[src/cam_display_consts.svh]
`ifndef CAM_DISPLAY_CONSTS_SVH
`define CAM_DISPLAY_CONSTS_SVH

// ======================================================================
// default vga timing, 640x480 at 25 MHz pixel clock
// ======================================================================

// horizontal, in pixels
`define VGA_H_ACTIVE 640
`define VGA_H_FRONT  16
`define VGA_H_SYNC   96
`define VGA_H_BACK   48

// vertical, in lines
`define VGA_V_ACTIVE 480
`define VGA_V_FRONT  10
`define VGA_V_SYNC   2
`define VGA_V_BACK   33

// ======================================================================
// latencies
// ======================================================================

`define MEM_RD_LAT 2  // address in -> data out of frame buffer
`define PIPE_LAT   3  // counter state -> registered vga outputs

// ======================================================================
// remote key codes
// ======================================================================

`define KEY_GRAY 8'h0F  // grayscale view
`define KEY_ORIG 8'h12  // original colour ("ok" key)

`endif

[src/cam_display_pkg.sv]
package cam_display_pkg;

    // plain vectors with a meaning
    typedef logic [16:0] fb_addr_t;   // frame buffer word address
    typedef logic [15:0] rgb565_t;    // stored pixel, r5 g6 b5
    typedef logic [7:0]  chan_t;      // one 8 bit colour channel
    typedef logic [7:0]  key_code_t;  // decoded remote key

    // full colour pixel towards the dac
    typedef struct packed {
        chan_t r;
        chan_t g;
        chan_t b;
    } rgb888_t;

    // sync group, syncs are active low
    typedef struct packed {
        logic hsync;
        logic vsync;
        logic blank_n;  // high only on visible pixels
    } vga_sync_t;

    // frame buffer write port
    typedef struct packed {
        logic     en;
        fb_addr_t addr;
        rgb565_t  data;
    } fb_wr_t;

    typedef enum logic {
        mode_orig,
        mode_gray
    } disp_mode_e;

    // display enable sequence
    typedef enum logic [1:0] {
        st_wait_load,   // nothing complete in the buffer yet
        st_wait_vsync,  // frame loaded, hold black until a frame boundary
        st_show
    } disp_state_e;

endpackage

[src/display_ctrl.sv]
`timescale 1ns/1ps
`include "cam_display_consts.svh"

module display_ctrl import cam_display_pkg::*; (
    input  logic       clk_25_vga,
    input  logic       rst,
    input  key_code_t  key_code,
    input  logic       key_valid,
    input  logic       frame_loaded,
    input  logic       vsync,
    output disp_mode_e mode,
    output logic       show
);

    disp_state_e state;
    disp_state_e state_nxt;
    logic        vsync_q;     // previous vsync for edge detect
    logic        vsync_rise;  // end of the sync pulse

    // ======================================================================
    // display mode from remote keys
    // ======================================================================

    always_ff @(posedge clk_25_vga) begin
        if (rst) begin
            mode <= mode_orig;
        end else if (key_valid) begin  // code only looked at with the strobe
            case (key_code)
                `KEY_GRAY: mode <= mode_gray;
                `KEY_ORIG: mode <= mode_orig;
                default:   mode <= mode;  // any other key keeps the mode
            endcase
        end
    end

    // ======================================================================
    // display enable
    // ======================================================================

    assign vsync_rise = vsync && !vsync_q;

    always_ff @(posedge clk_25_vga) begin
        if (rst) begin
            vsync_q <= 1'b1;  // idle level, no false edge out of reset
            state   <= st_wait_load;
        end else begin
            vsync_q <= vsync;
            state   <= state_nxt;
        end
    end

    always_comb begin
        state_nxt = state;
        case (state)
            st_wait_load: begin
                if (frame_loaded) begin
                    state_nxt = st_wait_vsync;
                end
            end
            st_wait_vsync: begin
                if (vsync_rise) begin
                    state_nxt = st_show;
                end
            end
            st_show:  state_nxt = st_show;  // sticky until rst
            default:  state_nxt = st_wait_load;
        endcase
    end

    assign show = (state == st_show);

endmodule

[config.mk]
export PLATFORM = sky130hd
export DESIGN_NAME = display_ctrl
export DESIGN_NICKNAME = d
export VERILOG_FILES = /design/src/cam_display_pkg.sv /design/src/display_ctrl.sv
export VERILOG_INCLUDE_DIRS = /design/src /design/src/src
export SDC_FILE = /design/constraint.sdc
export NUM_CORES = 1
export LEC_CHECK = 0
export ABC_AREA = 1
export BUFFER_PORTS_ARGS = -buffer_cell sky130_fd_sc_hd__buf_2
export CELL_PAD_IN_SITES_DETAIL_PLACEMENT = 0
export CELL_PAD_IN_SITES_GLOBAL_PLACEMENT = 1
export CORE_AREA = 2 2 39 41
export DETAILED_ROUTE_END_ITERATION = 7
export DIE_AREA = 0 0 41 43
export PLACE_DENSITY_LB_ADDON = 0.1
export SLEW_MARGIN = 15
export SYNTH_ARGS = -nofsm -noshare
export SYNTH_HDL_FRONTEND = slang
export SYNTH_SLANG_ARGS = --single-unit
[constraint.sdc]
create_clock -name clk_25_vga -period 1.21 [get_ports clk_25_vga]
set_clock_uncertainty 0.15 [all_clocks]
set_input_delay 0.0605 -clock clk_25_vga [delete_from_list [all_inputs] [get_ports clk_25_vga]]
set_output_delay 0.0605 -clock clk_25_vga [all_outputs]
set_load 0.03 [all_outputs]
---- After elaboration in Yosys (flattened, before gate mapping) ----
Index checks and enable logic that the tools add are counted.
Widths: inputs -> output; s select.
storage, ports and cells
  logic and storage cells ................. 19
  register bits after elaboration ......... 4
  input bits .............................. 13
cells by class
  multiplexer cells ....................... 4
  equal/unequal tests ..................... 6
  reductions and logical operators ........ 6
operators by type and width
  cell                number
  $eq 8x4->1 const B  1
  $eq 8x5->1 const B  1
  $pmux 2 s3          1
  $mux 2              2
  $ne 2x2->1 const B  2
  $reduce_and 2->1    2
  $eq 2x1->1 const B  1
  $eq 2x2->1 const B  1
  $logic_not 2->1     1
  $pmux 1 s2          1
  $reduce_bool 2->1   1
  $logic_and 1x1->1   1
  $logic_not 1->1     1

---- Longest topological paths before layout ----
  depth after elaboration ................. 4
  depth in mapped cells ................... 7
  gate-level depth less buffers ........... 7

---- Worst setup path after synthesis ----
Ideal clock, no wire load.
  path kind ............................... register -> register
  start ................................... reg state[0]
  end ..................................... reg state[1]
  path buffers ............................ 0
  setup time .............................. 0.115 ns
  arrival time ............................ 0.951 ns
  stages on the path, launching flop included .. 7
  data required time ...................... 0.945 ns
  slack ................................... -0.006 ns
  path through ............................ dfxtp_1 > inv_1 > ha_1 > inv_1 > or2_4 > a21oi_1 > nor2_1
between the ends
  cells in the longest elaborated chain, start to end .. 3
  elaborated cells between the ends (all ways) .. 7
RTL lines
  what                                           line                text
  from (decl)                                    display_ctrl.sv:15  disp_state_e state;
  from (signal assigned)                         display_ctrl.sv:45  state <= st_wait_load;
  from (signal assigned)                         display_ctrl.sv:48  state <= state_nxt;
  $eq 2x1->1 or $logic_not 2->1 (tied branches)  display_ctrl.sv:54  case (state)
  $ne 2x2->1 (no line)                           n/a
  $reduce_and 2->1 (no line)                     n/a
Several ways; a longest one is shown, not always the timed one.
A chain may end at the register's enable or synchronous reset.

---- Worst setup path in the final report ----
Same ends and word-level chain as after synthesis.

==> results.md <==
- Power Total: 0.00101 W
- Final Hold Viols: 0
- Final wirelength: 746 µm
- Post-layout util: 0.367
- Fin worst setup slack: -0.0380 ns
- Via count: 333
- Flop pwr share: 0.198
- Power Density: 1990 nW/µm²
- Via density: 3.87
- Num ports: 15
- Top cell by count, worst path: inv_2
- Per-cell routed wire length: 8.67 µm
- # diodes: 0
- Worst slew margin: 0.869
- Die X: 41 µm
- Maxcap violations: 0
- PortBufs: 14
- Failing checks: setup timing
- Starting Density: 0.207
- Clock tree sinks: 4
- Required @ worst endpoint: 1.19 ns
- Peak supply drop: 0.987 mV
- Initial antenna violation count: 0
- RSZ-0062 raised after global routing: true
- Tightest Hold Check Type: primary input to flip-flop
- Antenna viol nets, final: 0
- Core area: 1380 µm²
- Final Slew Violations: 0
- Final GP Congestion: 0.726
- Internal: 0.000617 W
- Yosys Warn Count: 0
- Nets: 88
- Cell Area, Synth: 287 µm²
- Fraction of synthesized area in multiplexers: 0
- Post-Synthesis Cells: 46
- Site Rows: 14
- Slowest CP cell: dfxtp_2
- Crit path capture type: flip-flop
- Maximum fanout along the worst path: 3
- Min cycle time layout: 1.25 ns
- CP Launch Type: flip-flop
- Leakage: 0.273 nW
- DRC: 0
- Distinct cells, synth: 12
- Final setup viols: 3
- Layout area overhead: 77.3%
- Largest family of logic cells by synthesized area: simple AND/OR/NAND/NOR gates
- Post-synthesis sequential area ratio: 0.279
- Synth Area in XOR/XNOR: 0
- Largest net degree at the start of global routing: 5
- Clock Latency Late Sink: 0.24 ns
- Flops & latches, synth: 4
- P_sw: 0.000395 W
- Layout cell share with drive strength beyond 1: 0.514
- HPWL after DPL: 535 µm
- Period utilization: 1.03
- Die ar.: 1760 µm²
- Worst-margin pin slew: 0.196 ns
- Family with the most delay on the worst path: flip-flops
- Total CTS buffers: 3
- Mean Syn Cell Area: 6.23 µm²
- GRT overflow: 0
- CTS tree: yes
- Total Routing Usage GR: 0.0963
- Clock share of power: 0.171
- Buffers & Inverters on Critical Path: 2
- Worst path cell trace: inv_2 > ha_4 > inv_2 > or2_4 > a21oi_2 > nor2_1
- CTS Root Cell: clkbuf_4
- Max incr delay on CP: 0.32 ns
- Logic gate share of total power: 0.630
- Pre-antenna DRT Iters: 2
- Fmax: 801 MHz
- CTS clk-pin slew, worst paths: 0.04 ns
- Setup CP Type: flip-flop to flip-flop
- First-pass GRT wire length: 1100 µm
- Total Negative Setup Slacks: -0.0936 ns
- Die Y: 43 µm
- Clock buffer depth: 2
- Compound-Gate Fraction of Synth Area: 0.0830
- Net Sw Frac: 0.390
- Number of global-route vias before repair: 298
- CP Data Arrival Time: 1.23 ns
- Mapped Nets: 62
- H-tree depth: 1
- Initial DRC count: 2
- Post-Synth Adder-Cell Area: 0.131
- Simple-Gate Fraction of Synth Area: 0.336
- Status: complete, but fails checks
- Hold WS: 0.0393 ns
-- cell families after synthesis --
| family | count (synthesis) |
|---|---|
| simple gates | 22 |
| fa+ha+maj | 3 |
| compound gates | 4 |
| flops | 4 |
| buf+inv | 13 |
-- metal layers --
metal,track usage,routed length [µm]
met1,0.0897,305
met2,0.156,381
met3,0.0314,59
met4,0.0800,0
met5,0,0
-- worst reg2reg max path, delay by kind of cell, from the launching register on --
kind	cells	cell delay [ns]
buffers and inverters	2	0.10
AO/OA/AOI/OAI	1	0.13
adder cells (fa/ha/maj)	1	0.13
AND/OR/NAND/NOR	2	0.31
flip-flops	1	0.32
-- repair_timing --
action | in CTS | in global routing
endpoints found under the setup margin | 3 | 3
hold endpoints to repair | 4 | 0
buffers inserted | 1 | 0
pin swaps | 2 | 3
hold buffers | 2 | 0
resized for setup | 10 | 5
-- cells in the mapped netlist --
master / n / area [µm²]
a21oi_1: 3 / 15.0
clkinv_1: 1 / 3.75
dfxtp_1: 4 / 80.1
ha_1: 3 / 37.5
inv_1: 11 / 41.3
inv_2: 1 / 3.75
nand2_1: 11 / 41.3
nand3_1: 2 / 10.0
nand3_2: 1 / 10.0
nor2_1: 7 / 26.3
o21ai_2: 1 / 8.76
or2_4: 1 / 8.76
-- power groups by stage --
stage / clock (W) / sequential (W) / combinational, W
after floorplan: 0 / 0.000191 / 0.000279
after global placement: 0 / 0.000188 / 0.000449
after detailed placement: 0 / 0.000187 / 0.000441
after CTS: 0.000180 / 0.000199 / 0.000566
after global routing: 0.000186 / 0.000204 / 0.000693
final: 0.000173 / 0.000201 / 0.000638
-- flip-flops by register name, indices dropped and copies added (netlist names) --
name / cells
state: 2
mode: 1
vsync_q: 1
-- final cells by class --
class	count	area [µm²]
inverters	13	48.8
fillers	156	876
multi-input cells	29	200
repair buffers	21	134
clock buffers	3	22.5
flip-flops and latches	4	82.6
well taps	16	20.0
-- layout by cell type (no fill, tap or decap), types with 2 or more instances in the layout --
cell | netlist | final
ha_4 | 0 | 2
inv_2 | 1 | 4
dfxtp_2 | 0 | 2
buf_2 | 0 | 13
a21oi_2 | 0 | 2
dfxtp_1 | 4 | 2
buf_4 | 0 | 5
nor2_1 | 7 | 7
nand3_1 | 2 | 2
clkbuf_4 | 0 | 3
nand2_1 | 11 | 11
dlygate4sd3_1 | 0 | 2
inv_1 | 11 | 8
-- through the flow --
| step | instance area (µm²) | instances | worst slack, ns |
|---|---|---|---|
| after floorplan | 287 | 46 | -0.00578 |
| after global placement | 407 | 80 | -0.0585 |
| after detailed placement | 407 | 80 | -0.0459 |
| after CTS | 485 | 86 | -0.0205 |
| after global routing | 508 | 86 | -0.0901 |
| final | 508 | 86 | -0.0380 |
-- path summary, 6_finish.rpt --
check | from | endpoint | depth (start not counted) | slack [ns]
worst max-delay path | state[0] | state[1] | 6 | -0.04
worst min-delay path | frame_loaded | state[0] | 4 | 0.04
worst min register to register | mode | mode | 2 | 0.31
worst max register to register | state[0] | state[1] | 6 | -0.04
(Power assumes the default switching activity.)
