## config.mk

```make
export PLATFORM = sky130hd
export DESIGN_NAME = vga_timing
export DESIGN_NICKNAME = d
export VERILOG_FILES = /design/src/cam_display_pkg.sv /design/src/vga_timing.sv
export VERILOG_INCLUDE_DIRS = /design/src /design/src/src
export SDC_FILE = /design/constraint.sdc
export NUM_CORES = 1
export LEC_CHECK = 0
export BUFFER_PORTS_ARGS = -buffer_cell sky130_fd_sc_hd__buf_2
export CORE_ASPECT_RATIO = 1.1
export CORE_MARGIN = 2
export CORE_UTILIZATION = 55
export CTS_BUF_LIST = sky130_fd_sc_hd__clkbuf_8
export DETAILED_ROUTE_END_ITERATION = 7
export PLACE_DENSITY = 0.79
export SYNTH_ARGS = -nofsm -noshare
export SYNTH_HDL_FRONTEND = slang
export SYNTH_SLANG_ARGS = --single-unit
```

## constraint.sdc

```tcl
create_clock -name clk_25_vga -period 3 [get_ports clk_25_vga]
set_input_delay 0.3 -clock clk_25_vga [delete_from_list [all_inputs] [get_ports clk_25_vga]]
set_output_delay 0.3 -clock clk_25_vga [all_outputs]
set_load 0.01 [all_outputs]
```

## src/cam_display_consts.svh

```systemverilog
`ifndef CAM_DISPLAY_CONSTS_SVH
`define CAM_DISPLAY_CONSTS_SVH

// ======================================================================
// default vga timing, 640x480 at 25 MHz pixel clock
// ======================================================================

// horizontal, in pixels
`define VGA_H_ACTIVE 640
`define VGA_H_FRONT  16
`define VGA_H_SYNC   96
`define VGA_H_BACK   48

// vertical, in lines
`define VGA_V_ACTIVE 480
`define VGA_V_FRONT  10
`define VGA_V_SYNC   2
`define VGA_V_BACK   33

// ======================================================================
// latencies
// ======================================================================

`define MEM_RD_LAT 2  // address in -> data out of frame buffer
`define PIPE_LAT   3  // counter state -> registered vga outputs

// ======================================================================
// remote key codes
// ======================================================================

`define KEY_GRAY 8'h0F  // grayscale view
`define KEY_ORIG 8'h12  // original colour ("ok" key)

`endif

```

## src/cam_display_pkg.sv

```systemverilog
package cam_display_pkg;

    // plain vectors with a meaning
    typedef logic [16:0] fb_addr_t;   // frame buffer word address
    typedef logic [15:0] rgb565_t;    // stored pixel, r5 g6 b5
    typedef logic [7:0]  chan_t;      // one 8 bit colour channel
    typedef logic [7:0]  key_code_t;  // decoded remote key

    // full colour pixel towards the dac
    typedef struct packed {
        chan_t r;
        chan_t g;
        chan_t b;
    } rgb888_t;

    // sync group, syncs are active low
    typedef struct packed {
        logic hsync;
        logic vsync;
        logic blank_n;  // high only on visible pixels
    } vga_sync_t;

    // frame buffer write port
    typedef struct packed {
        logic     en;
        fb_addr_t addr;
        rgb565_t  data;
    } fb_wr_t;

    typedef enum logic {
        mode_orig,
        mode_gray
    } disp_mode_e;

    // display enable sequence
    typedef enum logic [1:0] {
        st_wait_load,   // nothing complete in the buffer yet
        st_wait_vsync,  // frame loaded, hold black until a frame boundary
        st_show
    } disp_state_e;

endpackage

```

## src/vga_timing.sv

```systemverilog
`timescale 1ns/1ps
`include "cam_display_consts.svh"

module vga_timing import cam_display_pkg::*; #(
    parameter int h_active = `VGA_H_ACTIVE,
    parameter int h_front  = `VGA_H_FRONT,
    parameter int h_sync   = `VGA_H_SYNC,
    parameter int h_back   = `VGA_H_BACK,
    parameter int v_active = `VGA_V_ACTIVE,
    parameter int v_front  = `VGA_V_FRONT,
    parameter int v_sync   = `VGA_V_SYNC,
    parameter int v_back   = `VGA_V_BACK
) (
    input  logic      clk_25_vga,
    input  logic      rst,
    output vga_sync_t raw_sync,
    output fb_addr_t  rd_addr
);

    localparam int h_total = h_active + h_front + h_sync + h_back;
    localparam int v_total = v_active + v_front + v_sync + v_back;
    localparam int xw = $clog2(h_total + 1);  // +1 so every boundary fits
    localparam int yw = $clog2(v_total + 1);

    // region boundaries, order is active / front / sync / back
    localparam logic [xw-1:0] x_last     = xw'(h_total - 1);
    localparam logic [xw-1:0] x_act_end  = xw'(h_active);
    localparam logic [xw-1:0] x_hs_start = xw'(h_active + h_front);
    localparam logic [xw-1:0] x_hs_end   = xw'(h_active + h_front + h_sync);
    localparam logic [yw-1:0] y_last     = yw'(v_total - 1);
    localparam logic [yw-1:0] y_act_end  = yw'(v_active);
    localparam logic [yw-1:0] y_vs_start = yw'(v_active + v_front);
    localparam logic [yw-1:0] y_vs_end   = yw'(v_active + v_front + v_sync);

    localparam fb_addr_t half_w = fb_addr_t'(h_active / 2);  // stored pixels per row

    logic [xw-1:0] x;
    logic [yw-1:0] y;
    fb_addr_t      line_base;  // (y/2) * half_w, kept as a running sum
    logic          active;

    // ======================================================================
    // counters
    // ======================================================================

    always_ff @(posedge clk_25_vga) begin
        if (rst) begin
            x         <= '0;
            y         <= '0;
            line_base <= '0;
        end else if (x == x_last) begin
            x <= '0;
            if (y == y_last) begin
                y         <= '0;
                line_base <= '0;  // back to row 0 of the buffer
            end else begin
                y <= y + 1'b1;
                // every second line moves one buffer row down
                if (y[0] && (y < y_act_end)) begin
                    line_base <= line_base + half_w;
                end
            end
        end else begin
            x <= x + 1'b1;
        end
    end

    // ======================================================================
    // decode
    // ======================================================================

    assign active = (x < x_act_end) && (y < y_act_end);

    assign raw_sync.hsync   = !((x >= x_hs_start) && (x < x_hs_end));
    assign raw_sync.vsync   = !((y >= y_vs_start) && (y < y_vs_end));
    assign raw_sync.blank_n = active;

    // 2x2 pixel doubling: x/2 on top of the row base
    assign rd_addr = active ? (line_base + fb_addr_t'(x >> 1)) : '0;

endmodule

```

# Word-level counts from Yosys, hierarchy flattened
# Index checks and enable logic that the tools add are counted.
[classes] n_div=0 mul=0 n_eq_ne=2 n_lt_le_gt_ge=6 n_addsub=4 n_mux=4 bitwise_logic=0 n_reduce_logical=9 shifts=0
[op_table] operator="2-to-1 mux 17 bit" n=3
[op_table] operator="adder 10 x 1 -> 10 bit, second input constant" n=2
[op_table] operator="equality test 10 bit, second input constant" n=2
[op_table] operator="< comparator 10 bit, second input constant" n=2
[op_table] operator="< comparator 10 x 9 -> 1 bit, second input constant" n=2
[op_table] operator="adder 17 x 9 -> 17 bit" n=1
[op_table] operator="adder 17 x 9 -> 17 bit, second input constant" n=1
[op_table] operator=">= comparator 10 bit, second input constant" n=1
[op_table] operator=">= comparator 10 x 9 -> 1 bit, second input constant" n=1
[op_table] operator="2-to-1 mux 10 bit" n=1
[op_table] operator="logical AND 1 bit" n=4
[op_table] operator="zero test 1 bit" n=2
[op_table] operator="AND reduction 2 bit" n=1
[op_table] operator="nonzero test 2 bit" n=1
[op_table] operator="OR reduction 2 bit" n=1
[word_totals] n_memories=0 mem_bits_rw=0 output_inout_bits=20 latchBits=0 word_cells=28 inputBits=2 register_bits=37 rom_bits=0

# Logic depth before layout (Yosys ltp)
[depth] word_depth=4 ltp_mapped=7 depth_no_buf=6

# Worst setup path after synthesis
# No wires, ideal clock.
[synth_path] path_kind="flip-flop to output port" start="reg x[8]" end="out rd_addr[15]" stages_incl_launch_ff=7 arrival_time_ns=1.766 path_slack_ns=0.934 required_time_ns=2.700 path_buffers=1 cell_sequence="dfxtp_1 > ha_1 > a21o_1 > a21oi_1 > clkbuf_1 > or4_1 > a21oi_1"
[synth_between] elab_chain_len=3 elab_cells_between_ends=4 classes_between="1 x add/sub; 1 x order compare; 1 x mux; 1 x reduce/logical"
[synth_lines] item="from (decl)" line="vga_timing.sv:37" rtl="logic [xw-1:0] x;"
[synth_lines] item="from (signal assigned)" line="vga_timing.sv:64" rtl="x <= x + 1'b1;"
[synth_lines] item="branches (longest 2 deep; another with adder 17 x 9 -> 17 bit)"
[synth_lines] item="2-to-1 mux 17 bit *" line="vga_timing.sv:79" rtl="assign rd_addr = active ? (line_base + fb_addr_t'(x >> 1)) : '0;"
[synth_lines] item="to (decl)" line="vga_timing.sv:17" rtl="output fb_addr_t rd_addr"
# Every way passes the cells marked *.

# Worst setup path in the final report
[layout_path] start="reg x[8]" end="out rd_addr[10]"
# The elaborated chain is that of the path after synthesis.

==> summary.txt <==
Share of the synthesized area in the top cell type: 0.303
Post-synth EDFFs: 0
WS Path Type: flip-flop to primary output
Most numerous cell in the Yosys netlist: dfxtp_1
Main combinational cell family by area after synthesis: simple AND/OR/NAND/NOR gates
Final core utilization: 0.615
HP Class: input port to flip-flop
Data required, critical path: 2.70 ns
I/O Buffers: 21
Final setup viols: 0
First-pass GRT wire length: 7.85 mm
Simple-gate share of the synthesized area: 0.324
Antenna cells: 0
Compound-Gate Fraction of Synth Area: 0.196
Worst Path Max Fanout: 11
Max Freq: 0.382 GHz
Register bit total from synthesis: 31
Total power: 0.786 mW
Area contributors post-synth: dfxtp_1 (30%), a21oi_1 (4.9%), ha_1 (4.9%), nand2_1 (3.7%), nand3_1 (3.4%)
Gr busiest metal: met2
Vias in the first global route: 1704
Synth top cells by count: dfxtp_1 (31), a21oi_1 (20), nand2_1 (20)
Routability cong.: 0.938
Slew Limit Fails: 0
First DRT Iteration DRCs: 152
Post-Synth XOR/XNOR Area: 0.0555
Final ANT Viol Nets: 0
Asr flop ratio synth: 0
Synthesized instance count: 252
Maximum VDD drop: 0.286 mV
Drt via density: 6.13
Post-CTS Hold Fix Bufs: 0
DRC: 0
Post-synth cell types: 51
Final HPWL DP: 3.14 mm
Critical Path AT: 2.32 ns
Clk buf depth: 2
Largest area contributor in the synthesized netlist: dfxtp_1
Initial antenna violation count: 0
Gates resized, CTS repair: 0
DRT Pass-1 Iters: 4
Setup Buffers After CTS: 0
Chip width: 62.2 microns
Fin crit share: 0.873
H-tree levels: 2
Clock slew at reported path FFs: 0.06 ns
Syn-to-layout area delta: 7.81%
Register area: 621 sq um
Post-synthesis sequential area ratio: 0.303
Yosys warning count: 0
CTS tree: built
Gr ovfl total: 0
Starting Density: 0.570
Post-synthesis mux area share: 0.00488
Routed WL: 4.49 mm
GR Layer Usage met1: 0.304
Share of cells above drive strength 1: 0.144
Num CTS Buffers: 5
Main synth FF type: dfxtp_1
Area of the multi-input gates: 1290 sq um
Min Tclk post-route: 2.62 ns
Max-slew headroom: 0.502
Wirelength per Cell: 14.4 microns
DIE AREA: 4230 sq um
Fillers: 327
Fin nets: 273
Clk sink count: 31
Outcome: finished clean
Grt met2 use: 0.379
Final Hold Fails: 0
Largest net degree at the start of global routing: 18
Mapped Area: 2050 sq um
Max-cap viol count: 0
Setup TNS: 0 ns
Core area: 3600 sq um
DR vias: 1920
GRT Overall Usage: 0.232
Root buffer selected by CTS: clkbuf_8
RSZ-0062 raised after global routing: false
# rows: 23
CP Capture Type: primary output
Syn avg cell area: 8.14 sq um
Adder-cell share of the synthesized area: 0.0488
Post-synthesis net count: 262
Startpoint Class: flip-flop
Clk_skew: 0.00460 ns
Met3 Use GR: 0.0510
Worst-margin pin slew: 0.747 ns
Latest clock arrival within the worst-skew pair: 0.29 ns
Io pins: 22
Leak: 0.813 nW
Power Density: 356 nW/um^2
Die Ht: 68.0 microns
-- layout make-up --
class                   instances  area share
repair buffers                 22      0.0509
inverters                      10      0.0170
flip-flops and latches         31       0.281
multi-input cells             193       0.583
clock buffers                   6      0.0374
well taps                      50      0.0283
clock inverters                 1     0.00226
-- cells in the final DEF, fill, tap and decap left out, drive strengths merged, types with 4 or more instances in the layout --
cell type | netlist | layout
dfxtp | 31 | 31
buf | 13 | 22
a21oi | 21 | 21
nand2 | 20 | 20
nor2 | 18 | 18
nand3 | 16 | 16
o21ai | 11 | 11
inv | 10 | 10
nand4 | 9 | 9
o31ai | 8 | 8
and2 | 8 | 8
xor2 | 8 | 8
ha | 8 | 8
or4 | 7 | 7
nor3 | 7 | 7
clkbuf | 5 | 6
or3 | 5 | 5
xnor2 | 5 | 5
a41oi | 4 | 4
nand2b | 4 | 4
and4 | 4 | 4
and3 | 4 | 4
-- power breakdown --
part	internal, mW	switching, mW
registers	0.416	0.00615
logic	0.0111	0.0162
clock network	0.180	0.157
-- final timing paths --
path                                     endpoint             from  cells past startpoint  slack (ns)
worst max register to register  y[9]$_SDFFE_PP0P_  x[0]$_SDFF_PP0_                      6        0.83
worst min-delay path              x[4]$_SDFF_PP0_              rst                      2        0.38
worst max-delay path                  rd_addr[10]  x[8]$_SDFF_PP0_                      6        0.38
worst min register to register    x[0]$_SDFF_PP0_  x[0]$_SDFF_PP0_                      1        0.47
-- state kept, by name, summed over array words and instances, names as in the netlist --
name / flops
x: 10
y: 10
line_base: 11
-- per-layer routing --
layer,part of all wire,up-vias
met3,0.048,13
met1,0.47,911
met4,0.024,0
li1,-,950
met2,0.45,46
met5,0,-
-- per-stage QoR --
| step | cells | hold WS [ns] | instance area, sq um | setup WS, ns |
|---|---|---|---|---|
| final | 313 | 0.378 | 2210 | 0.381 |
| after global routing | 313 | 0.394 | 2210 | 0.230 |
| after CTS | 313 | 0.374 | 2210 | 0.375 |
| after detailed placement | 306 | 0.462 | 2120 | 0.680 |
| after global placement | 306 | 0.454 | 2120 | 0.789 |
| after floorplan | 252 | 0.437 | 2050 | 0.934 |
-- cell families after synthesis --
family,after synthesis
AOI/OAI and AO/OA,61
xor gates and xnor gates,13
adders and majority gates,8
buffers and inverters,28
DFF,31
muxes,1
and+or+nand+nor,110
-- critical path, stage by stage (launching register included) --
cell	delay, ns
dfxtp_1	0.43
ha_1	0.29
a21o_1	0.20
a21oi_1	0.62
o21ai_0	0.18
a21oi_1	0.17
buf_2	0.15
No activity file was read; power rests on OpenSTA's default activity.
