--- src/cam_display_consts.svh ---
`ifndef CAM_DISPLAY_CONSTS_SVH
`define CAM_DISPLAY_CONSTS_SVH

// ======================================================================
// default vga timing, 640x480 at 25 MHz pixel clock
// ======================================================================

// horizontal, in pixels
`define VGA_H_ACTIVE 640
`define VGA_H_FRONT  16
`define VGA_H_SYNC   96
`define VGA_H_BACK   48

// vertical, in lines
`define VGA_V_ACTIVE 480
`define VGA_V_FRONT  10
`define VGA_V_SYNC   2
`define VGA_V_BACK   33

// ======================================================================
// latencies
// ======================================================================

`define MEM_RD_LAT 2  // address in -> data out of frame buffer
`define PIPE_LAT   3  // counter state -> registered vga outputs

// ======================================================================
// remote key codes
// ======================================================================

`define KEY_GRAY 8'h0F  // grayscale view
`define KEY_ORIG 8'h12  // original colour ("ok" key)

`endif

--- src/cam_display_pkg.sv ---
package cam_display_pkg;

    // plain vectors with a meaning
    typedef logic [16:0] fb_addr_t;   // frame buffer word address
    typedef logic [15:0] rgb565_t;    // stored pixel, r5 g6 b5
    typedef logic [7:0]  chan_t;      // one 8 bit colour channel
    typedef logic [7:0]  key_code_t;  // decoded remote key

    // full colour pixel towards the dac
    typedef struct packed {
        chan_t r;
        chan_t g;
        chan_t b;
    } rgb888_t;

    // sync group, syncs are active low
    typedef struct packed {
        logic hsync;
        logic vsync;
        logic blank_n;  // high only on visible pixels
    } vga_sync_t;

    // frame buffer write port
    typedef struct packed {
        logic     en;
        fb_addr_t addr;
        rgb565_t  data;
    } fb_wr_t;

    typedef enum logic {
        mode_orig,
        mode_gray
    } disp_mode_e;

    // display enable sequence
    typedef enum logic [1:0] {
        st_wait_load,   // nothing complete in the buffer yet
        st_wait_vsync,  // frame loaded, hold black until a frame boundary
        st_show
    } disp_state_e;

endpackage

--- src/pixel_path.sv ---
`timescale 1ns/1ps
`include "cam_display_consts.svh"

module pixel_path import cam_display_pkg::*; (
    input  logic       clk_25_vga,
    input  logic       rst,
    input  vga_sync_t  raw_sync,
    input  rgb565_t    rd_data,
    input  disp_mode_e mode,
    input  logic       show,
    output vga_sync_t  vga_sync,
    output rgb888_t    vga_rgb
);

    // syncs inactive, blanked
    localparam vga_sync_t sync_idle = '{hsync: 1'b1, vsync: 1'b1, blank_n: 1'b0};

    vga_sync_t   sync_dly [`MEM_RD_LAT];  // rides beside the ram read
    vga_sync_t   sync_al;                 // sync aligned with rd_data
    rgb888_t     color;
    logic [15:0] gray_sum;                // max 252 * 255, fits 16 bits
    chan_t       gray;
    rgb888_t     pix_sel;

    // ======================================================================
    // sync delay, same depth as the frame buffer read
    // ======================================================================

    always_ff @(posedge clk_25_vga) begin
        if (rst) begin
            for (int i = 0; i < `MEM_RD_LAT; i++) begin
                sync_dly[i] <= sync_idle;
            end
        end else begin
            sync_dly[0] <= raw_sync;
            for (int i = 1; i < `MEM_RD_LAT; i++) begin
                sync_dly[i] <= sync_dly[i-1];
            end
        end
    end

    assign sync_al = sync_dly[`MEM_RD_LAT-1];

    // ======================================================================
    // colour expansion and gray
    // ======================================================================

    // low bits filled with ones
    assign color.r = {rd_data[15:11], 3'b111};
    assign color.g = {rd_data[10:5], 2'b11};
    assign color.b = {rd_data[4:0], 3'b111};

    // weights 76/150/26 out of 256
    assign gray_sum = 16'd76 * {8'd0, color.r}
                    + 16'd150 * {8'd0, color.g}
                    + 16'd26 * {8'd0, color.b};
    assign gray = gray_sum[15:8];

    always_comb begin
        case (mode)
            mode_gray: begin
                pix_sel.r = gray;
                pix_sel.g = gray;
                pix_sel.b = gray;
            end
            default: pix_sel = color;
        endcase
    end

    // ======================================================================
    // output register
    // ======================================================================

    always_ff @(posedge clk_25_vga) begin
        if (rst) begin
            vga_sync <= sync_idle;
            vga_rgb  <= '0;
        end else begin
            vga_sync <= sync_al;
            if (sync_al.blank_n && show) begin
                vga_rgb <= pix_sel;
            end else begin
                vga_rgb <= '0;  // black in blanking and before enable
            end
        end
    end

endmodule

--- config.mk ---
export PLATFORM = sky130hd
export DESIGN_NAME = pixel_path
export DESIGN_NICKNAME = d
export VERILOG_FILES = /design/src/cam_display_pkg.sv /design/src/pixel_path.sv
export VERILOG_INCLUDE_DIRS = /design/src /design/src/src
export SDC_FILE = /design/constraint.sdc
export NUM_CORES = 1
export LEC_CHECK = 0
export CAP_MARGIN = 40
export CORE_UTILIZATION = 33
export DETAILED_ROUTE_END_ITERATION = 8
export DONT_BUFFER_PORTS = 1
export GPL_TIMING_DRIVEN = 0
export PLACE_DENSITY = 0.48
export SLEW_MARGIN = 20
export SYNTH_ARGS = -nofsm -noshare
export SYNTH_HDL_FRONTEND = slang
export SYNTH_SLANG_ARGS = --single-unit
--- constraint.sdc ---
create_clock -name clk_25_vga -period 6.8 [get_ports clk_25_vga]
set_input_delay 0.34 -clock clk_25_vga [delete_from_list [all_inputs] [get_ports clk_25_vga]]
set_output_delay 0.34 -clock clk_25_vga [all_outputs]
set_load 0.05 [all_outputs]
## After elaboration in Yosys (flattened, before gate mapping)

Memory sizes are Yosys's and may differ from the RTL's.
Cells that the tools add are included.

- Output and inout bits: 27
- Flip-flop bits (word level): 27
- Memories kept: 1
- Input port bits: 23
- Memory bits (writable): 6
- Logic and storage cells: 23

Memories:

| name | words | width | read ports | clocked after Yosys merged registers in | write ports | RTL line | source |
|---|---|---|---|---|---|---|---|
| sync_dly | 2 | 3 | 2 | 0 | 2 | pixel_path.sv:18 | `` vga_sync_t sync_dly [`MEM_RD_LAT]; `` |

- Reductions and logical operators: 2
- Add/sub/neg operators: 2
- Multiplexer cells: 6
- Bitwise gates (word level): 3
- Multiply operators: 3

Operators by type and width:

| cell | count |
|---|---|
| $mux W24 | 1 |
| $add A15 B16 Y16 | 1 |
| $add A16 B13 Y16 | 1 |
| $mul A7 B8 Y15 const A | 1 |
| $mul A5 B8 Y13 const A | 1 |
| $mul A4 B8 Y12 const A | 1 |
| $mux W3 | 2 |
| $mux W1 | 3 |
| $or A1 B1 Y1 | 2 |
| $reduce_or A2 Y1 | 1 |
| $logic_and A1 B1 Y1 | 1 |
| $not A1 Y1 | 1 |

## Longest topological paths before layout

Gate-level depths: netlist (run 1).

- Depth after elaboration: 4
- Mapped depth: 22
- Mapped depth without buffers: 21

## Worst setup path after synthesis (run 1)

OpenSTA, ideal clock, no wires.

- Path kind: input -> register
- Start point: in rd_data[7]
- End point: reg vga_rgb[15] (netlist bit)
- Library setup time: 124 ps
- Path slack: 1949 ps
- Path buffers: 1
- Cell stages on the path: 20
- Arrival time: 4727 ps
- Data required time: 6676 ps
- Cell sequence: ha_1 -> fa_1 -> fa_1 -> inv_1 -> ha_1 -> or2_2 -> a21oi_1 -> a211o_1 -> nand3_1 -> o311a_1 -> fa_1 -> inv_1 -> ha_1 -> buf_2 -> nand2_1 -> o31a_1 -> mux2i_1 -> nand4_1 -> mux2i_1 -> nand2_1

- Longest elaborated chain between the ends: 4

RTL lines:

| item | RTL line | source |
|---|---|---|
| from (decl) | pixel_path.sv:8 | `input rgb565_t rd_data,` |
| $mul A7 B8 Y15 | pixel_path.sv:55 | `+ 16'd150 * {8'd0, color.g}` |
| $add A15 B16 Y16 | pixel_path.sv:55 |  |
| $add A16 B13 Y16 | pixel_path.sv:56 | `+ 16'd26 * {8'd0, color.b};` |
| $mux W24 | pixel_path.sv:60 | `case (mode)` |
| to (signal assigned) | pixel_path.sv:81 | `vga_rgb <= pix_sel;` |
| to (decl) | pixel_path.sv:12 | `output rgb888_t vga_rgb` |

Every way passes these cells.
A chain may end at the register's enable or synchronous reset.

## Final worst setup path (run 1)

Same ends and word-level chain as after synthesis.

==> out/summary.md, run 1 <==
### Hold path
* **type of the worst min-delay path** input pin to flip-flop
* **hold wc startpoint** rst
* **Hold Path Depth** 1
* **hold endpoint** sync_dly[0][3]

### Status
* **outcome** finished, final reports clean

### Critical path
* **category of the critical setup timing path** input pin to flip-flop
* **worst r2r src** sync_dly[0][3]
* **Critical Path Slowest Stage Cell** sky130_fd_sc_hd__fa_1
* **family with the most delay on the worst path** adder cells
* **required time of the critical path** 6940 ps
* **category of the worst setup path launch point** input pin
* **endpoint class of the critical path** flip-flop
* **crit-path max cell delay** 510 ps
* **count of buffer and inverter cells on the critical path** 3
* **RR Endpoint** vga_rgb[22]
* **worst-case register-to-register setup slack** 5290 ps
* **crit path cell chain** ha_1, fa_1, fa_1, inv_1, ha_1, or2_2, a21oi_1, a211o_1, nand3_1, o311a_1, fa_1, inv_1, ha_1, buf_2, nand4_1, a211oi_1, o21ai_0, nand4_1, mux2i_1, nand2_1
* **CP arrival** 5240 ps
* **CP Max Fanout** 9
* **worst-case reg-to-reg path depth** 5

### Timing
* **hold violation total from the final report** 0
* **max-slew violation total from the final report** 0
* **Final Critical Period** 5100 ps
* **Max Clk Rate** 196 MHz
* **Setup Total Neg Slack** 0 ps
* **Setup violations, final** 0
* **Tcrit/Tclk final** 0.749
* **transition at the pin with the smallest max-transition slack** 531 ps
* **Max-slew headroom** 0.645
* **setup repair after global routing missed its margin** false
* **worst clock skew** 2.16 ps
* **worst hold slack after final layout** 138 ps

### Global routing
* **number of global-route vias before repair** 2546
* **antenna violations before repair** 0
* **total gr overflow** 0
* **wire length of the first global-routing pass** 12700 um
* **gr usage total** 0.147
* **largest net degree at the start of global routing** 16

### Clock network
* **CTS tree** done
* **clock transition at the registers of the reported paths** 80 ps
* **number of buffers created by CTS** 3
* **total setup buffers inserted after CTS** 0
* **Clock H-tree levels** 1
* **library cell used as clock root buffer** sky130_fd_sc_hd__clkbuf_8
* **hold bufs inserted after CTS** 0
* **number of gates resized after CTS** 0
* **insertion delay to the later sink of the worst-skew pair** 260 ps
* **number of buffers between clock root and the deepest sink** 2
* **Clock Sinks** 28

### Logic synthesis
* **Synth Warn #** 0
* **most used standard cell by instance count after synthesis** sky130_fd_sc_hd__ha_1
* **area share of the leading cell type in the synthesized netlist** 0.260
* **ys flop type** sky130_fd_sc_hd__dfxtp_1
* **Post-Synthesis Mean Instance Area** 8.47 sq um
* **total standard cell area after synthesis** 0.00341 sq mm
* **synth cell count leaders** 71 x sky130_fd_sc_hd__ha_1, 58 x sky130_fd_sc_hd__inv_1, 38 x sky130_fd_sc_hd__nand2_1
* **synthesis-stage register bit count** 28
* **Post-synth EDFFs** 0
* **Gate Count Post-Synth** 403
* **share of synthesized area occupied by flip-flops and latches** 0.164
* **nets in the synthesized netlist** 515
* **number of distinct library cells after synthesis** 52
* **cell types with the largest area share after synthesis** sky130_fd_sc_hd__ha_1 26%, sky130_fd_sc_hd__dfxtp_1 16%, sky130_fd_sc_hd__fa_1 11%, sky130_fd_sc_hd__inv_1 6.4%, sky130_fd_sc_hd__xnor2_1 4.9%
* **Async SR Flop Fraction** 0
* **leading area contributor after synthesis** sky130_fd_sc_hd__ha_1

### Floorplanning
* **initial cell density of the core** 0.345
* **overall die area** 0.0108 sq mm
* **placeable core region** 0.00991 sq mm
* **number of rows created at floorplan** 36
* **width of the chip** 104 um
* **floorplan die height** 104 um
* **Boundary Pins** 50

### Place
* **GPL Wtd Cong** 0.794
* **Port Buffer Count** 0
* **estimated wirelength of the detail-placed design** 6540 um

### Route
* **final routed DRC violation total** 0
* **antenna-violating nets left** 0
* **wire length per cell** 14.0 um
* **number of search-and-repair iterations in the first detailed-routing pass** 4
* **Routed Wire Length** 7550 um
* **Vias/cell** 4.86
* **total via count in the routed design** 2624
* **DRT iter0 DRCs** 120

### Final layout
* **antenna cell count** 0
* **synthesis-to-finish area growth** 6.49%
* **fraction of layout instances using a drive strength above 1** 0.0639
* **Post-Route Utilization** 0.367
* **# nets final** 520

### Pwr
* **leakage power of the design** 1.84 nW
* **Worst IR Drop VDD** 0.210 mV
* **Power Density** 430 mW/mm^2

### Run
* **max-capacitance violation count** 0

[state kept, by name, summed over array words and instances (netlist names)]
name and count:
sync_dly 6, vga_rgb 19, vga_sync 3
[cells in the final DEF, fill, tap and decap left out, drive strengths merged, types with 7 or more instances in the layout]
cell / Yosys / layout
ha: 71 / 71
inv: 58 / 58
nand2: 38 / 38
dfxtp: 28 / 28
a21oi: 22 / 22
nor2: 20 / 20
xnor2: 19 / 19
fa: 18 / 18
o21ai: 17 / 17
nor2b: 11 / 11
or2: 10 / 10
clkbuf: 4 / 8
a21o: 7 / 7
nor3: 7 / 7
[final cells by class]
class | instances | area (sq um)
plain buffers | 10 | 58.8
clock buffers | 4 | 55.1
fillers | 1040 | 6270
inverters | 58 | 218
multi-input cells | 307 | 2580
flip-flops and latches | 28 | 561
well taps | 133 | 166
[logic make-up after synthesis]
logic type | Yosys count | share of synthesized area
fa+ha+maj | 89 | 0.366
flops | 28 | 0.164
simple gates | 114 | 0.170
mux | 4 | 0.0121
xor+xnor | 25 | 0.0641
compound gates | 75 | 0.143
buf+inv | 68 | 0.0810
[worst reg2reg max path: stages, from the launching register on]
cell	delay, ps
sky130_fd_sc_hd__dfxtp_1	330
sky130_fd_sc_hd__nand3b_1	160
sky130_fd_sc_hd__nor2_1	340
sky130_fd_sc_hd__clkbuf_1	390
sky130_fd_sc_hd__nand2_1	130
sky130_fd_sc_hd__o21ai_0	90
[per-stage QoR]
stage	power (W)	area [sq um]	instances	worst slack (ps)
global route	0.00175	3640	540	1390
floorplan	0.00121	3410	403	1950
finish	0.00156	3640	540	1700
global placement	0.00146	3580	536	1420
CTS	0.00157	3640	540	1670
detailed placement	0.00147	3580	536	1420
[report_power, final]
group           total, W  switching (W)  internal, W
combinational    0.00125       0.000748     0.000507
sequential      0.000213      0.0000381     0.000175
clock          0.0000960      0.0000444    0.0000516
total            0.00156       0.000830     0.000733
[routing by layer]
layer  vias up  routed length, um  share of wire  global-route usage
met5         -                  0              0                   0
met4         0                119          0.016              0.0367
met3         8                239          0.032              0.0151
met2        51               3370           0.45               0.244
met1      1203               3820           0.51               0.204
li1       1362                  -              -                   -
[how the worst max path moves through the flow]
stage | start | end | slack [ps] | cells after the start
floorplan | rd_data[7] | vga_rgb[15] | 1950 | 20
global route | rd_data[6] | vga_rgb[15] | 1390 | 21
global placement | rd_data[7] | vga_rgb[23] | 1420 | 20
finish | rd_data[7] | vga_rgb[15] | 1700 | 20
CTS | rd_data[7] | vga_rgb[15] | 1670 | 20
detailed placement | rd_data[7] | vga_rgb[15] | 1420 | 20
(Power assumes the default switching activity.)
==> inputs of run 2 (changes only) <==
- PLACE_DENSITY: 0.48 -> 0.49
- clock period: 6.8 -> 4.6 ns (I/O delays scaled with it)
==> run 2 against run 1 <==
  * Final cell count stayed put
  * Wire length rose by 3.1%
  * Combinational power grew 69%
  * Sequential cell count unchanged
  * Global-route usage decreased by 0.22 points
  * Hold slack got worse by 110 ps
  * Clock skew about the same
  * Utilization is 1.5 points higher
  * Non-clock buffer count is the same
==> out/summary.md, run 2 (synthesized netlist as in run 1, its figures left out) <==
### Status
* **outcome** finished, final reports clean

### Clock network
* **hold bufs inserted after CTS** 0, unchanged
* **CTS tree** done
* **library cell used as clock root buffer** sky130_fd_sc_hd__clkbuf_8
* **insertion delay to the later sink of the worst-skew pair** 270 ps, about the same
* **number of buffers created by CTS** 3, unchanged
* **number of buffers between clock root and the deepest sink** 2, unchanged
* **Clock H-tree levels** 1, unchanged
* **clock transition at the registers of the reported paths** 90 ps, about the same
* **Clock Sinks** 28, unchanged

### Floorplanning
* **Boundary Pins** 50, unchanged
* **number of rows created at floorplan** 36, unchanged
* **floorplan die height** 104 um, unchanged
* **placeable core region** 0.00991 sq mm, unchanged
* **initial cell density of the core** 0.345, unchanged
* **overall die area** 0.0108 sq mm, unchanged
* **width of the chip** 104 um, unchanged

### Timing
* **Setup violations, final** 0, unchanged
* **Final Critical Period** 4560 ps
* **Max Clk Rate** 219 MHz
* **transition at the pin with the smallest max-transition slack** 531 ps, -0.359 ps
* **setup slack after layout** 35.5 ps, -1670 ps
* **worst hold slack after final layout** 27.2 ps, -111 ps
* **setup repair after global routing missed its margin** true
* **hold violation total from the final report** 0, unchanged
* **max-slew violation total from the final report** 0, unchanged
* **worst clock skew** 2.40 ps, +0.233 ps
* **Max-slew headroom** 0.646, about the same
* **Tcrit/Tclk final** 0.992

### Global routing
* **antenna violations before repair** 0, unchanged
* **number of global-route vias before repair** 2527, -0.75%
* **wire length of the first global-routing pass** 12600 um, -1.1%
* **total gr overflow** 0, unchanged
* **gr usage total** 0.145, -0.00222
* **largest net degree at the start of global routing** 17, +1

### Place
* **Area after DPL** 0.00360 sq mm, +0.63%
* **GPL Wtd Cong** 0.820, +3.3%
* **pre-CTS setup slack** -519 ps, -1940 ps
* **Port Buffer Count** 0, unchanged
* **estimated wirelength of the detail-placed design** 6550 um, +0.16%

### Final layout
* **most used cells in the layout excluding fill and tap cells** 63 x sky130_fd_sc_hd__ha_1, 55 x sky130_fd_sc_hd__inv_1, 38 x sky130_fd_sc_hd__nand2_1
* **most common cell after layout, fill and taps aside** sky130_fd_sc_hd__ha_1
* **antenna cell count** 0, unchanged
* **register bank with the most flops** vga_rgb
* **largest registers ranked by flip-flop count** vga_rgb (19), sync_dly (6), vga_sync (3)
* **Post-Layout Inst Area** 0.00379 sq mm, +4.1%
* **# nets final** 520, unchanged
* **fraction of layout instances using a drive strength above 1** 0.113, +0.0491
* **max FFs per register** 19, unchanged
* **synthesis-to-finish area growth** 10.9%
* **Post-Route Utilization** 0.382, +0.0152

### Pwr
* **share of power burned in combinational logic** 0.807, +0.005
* **Worst IR Drop VDD** 0.282 mV, +34%
* **Int Power** 0.00128 W, +74%
* **Power Density** 689 mW/mm^2, +60%
* **proportion of power drawn by the clock network** 0.072, +0.011
* **leakage power of the design** 1.85 nW, +0.76%
* **share of total power in sequential cells** 0.121, -0.015
* **net switching share of the total power** 0.511, -0.0203
* **Final Total Pwr** 0.00261 W, +67%
* **Net Sw Power** 0.00133 W, +61%

### Route
* **antenna-violating nets left** 0, unchanged
* **Routed Wire Length** 7790 um, +3.1%
* **total via count in the routed design** 2684, +2.3%
* **number of search-and-repair iterations in the first detailed-routing pass** 6, +2
* **Vias/cell** 4.97, +2.3%
* **final routed DRC violation total** 0, unchanged
* **wire length per cell** 14.4 um, +3.1%
* **DRT iter0 DRCs** 66, -45%

### Hold path
* **type of the worst min-delay path** input pin to flip-flop

### Critical path
* **CP Max Fanout** 5, -4
* **required time of the critical path** 4740 ps, -2200 ps
* **CP arrival** 4710 ps, -530 ps
* **endpoint class of the critical path** flip-flop
* **category of the critical setup timing path** input pin to flip-flop
* **category of the worst setup path launch point** input pin

### Run
* **max-capacitance violation count** 0, unchanged

run 2: cell count changes in the layout (fill, tap and decap cells not counted), moves of 3 or more:
cell / previous run / this run
sky130_fd_sc_hd__ha_4: 0 / 5
sky130_fd_sc_hd__ha_2: 0 / 3
sky130_fd_sc_hd__ha_1: 71 / 63
sky130_fd_sc_hd__inv_1: 58 / 55
run 2: cell type report:
type                    instances  area (sq um)
fillers                      1032          6120
multi-input cells             307          2700
flip-flops and latches         28           561
inverters                      58           220
well taps                     133           166
plain buffers                   8          50.0
clock buffers                   3          41.3
clock inverters                 1          30.0
repair buffers                  2          15.0
run 2: repair_timing:
action	CTS	global route
pin swaps	8	12
setup endpoints to repair	8	9
resized for setup	9	14
buffers inserted	1	1
run 2: worst paths after layout:
kind | cells past startpoint | from | slack (ps) | endpoint
worst max-delay path | 19 | rd_data[8] | 40 | vga_rgb[15]
worst min-delay path | 1 | rst | 30 | sync_dly[0][0]
worst max register to register | 5 | sync_dly[0][3] | 2980 | vga_rgb[22]
worst min register to register | 1 | sync_dly[0][2] | 420 | sync_dly[0][5]
run 2: critical path, cell delays in order:
cell                      delay, ps
sky130_fd_sc_hd__ha_4           250
sky130_fd_sc_hd__inv_4           30
sky130_fd_sc_hd__fa_1           470
sky130_fd_sc_hd__fa_1           530
sky130_fd_sc_hd__inv_2           40
sky130_fd_sc_hd__ha_4           260
sky130_fd_sc_hd__or2_4          110
sky130_fd_sc_hd__a21oi_2         50
sky130_fd_sc_hd__a211o_1        290
sky130_fd_sc_hd__o311a_1        400
sky130_fd_sc_hd__fa_1           530
sky130_fd_sc_hd__inv_2           50
sky130_fd_sc_hd__ha_4           280
sky130_fd_sc_hd__nand2_1        110
sky130_fd_sc_hd__o31a_1         310
sky130_fd_sc_hd__mux2i_1        180
sky130_fd_sc_hd__nand4_1        140
sky130_fd_sc_hd__mux2i_2        300
sky130_fd_sc_hd__nand2_1        120
run 2: per-stage QoR:
step | instances | setup TNS (ps)
floorplan | 403 | 0
global placement | 536 | -4150
finish | 540 | 0
detailed placement | 536 | -4430
CTS | 540 | 0
global route | 540 | -503
run 2: routing by layer:
layer,GRT usage,up-vias,wire (um)
li1,-,1357,-
met3,0.0145,4,237
met1,0.198,1281,3850
met5,0,-,0
met4,0.0296,0,83
met2,0.247,42,3620
run 2: power groups by stage:
stage / logic (W) / clock network (W) / registers (W)
2_1_floorplan: 0.00151 / 0 / 0.000320
3_3_place_gp: 0.00187 / 0 / 0.000322
3_5_place_dp: 0.00188 / 0 / 0.000322
4_1_cts: 0.00201 / 0.000194 / 0.000316
5_1_grt: 0.00235 / 0.000203 / 0.000317
6_report: 0.00211 / 0.000187 / 0.000316
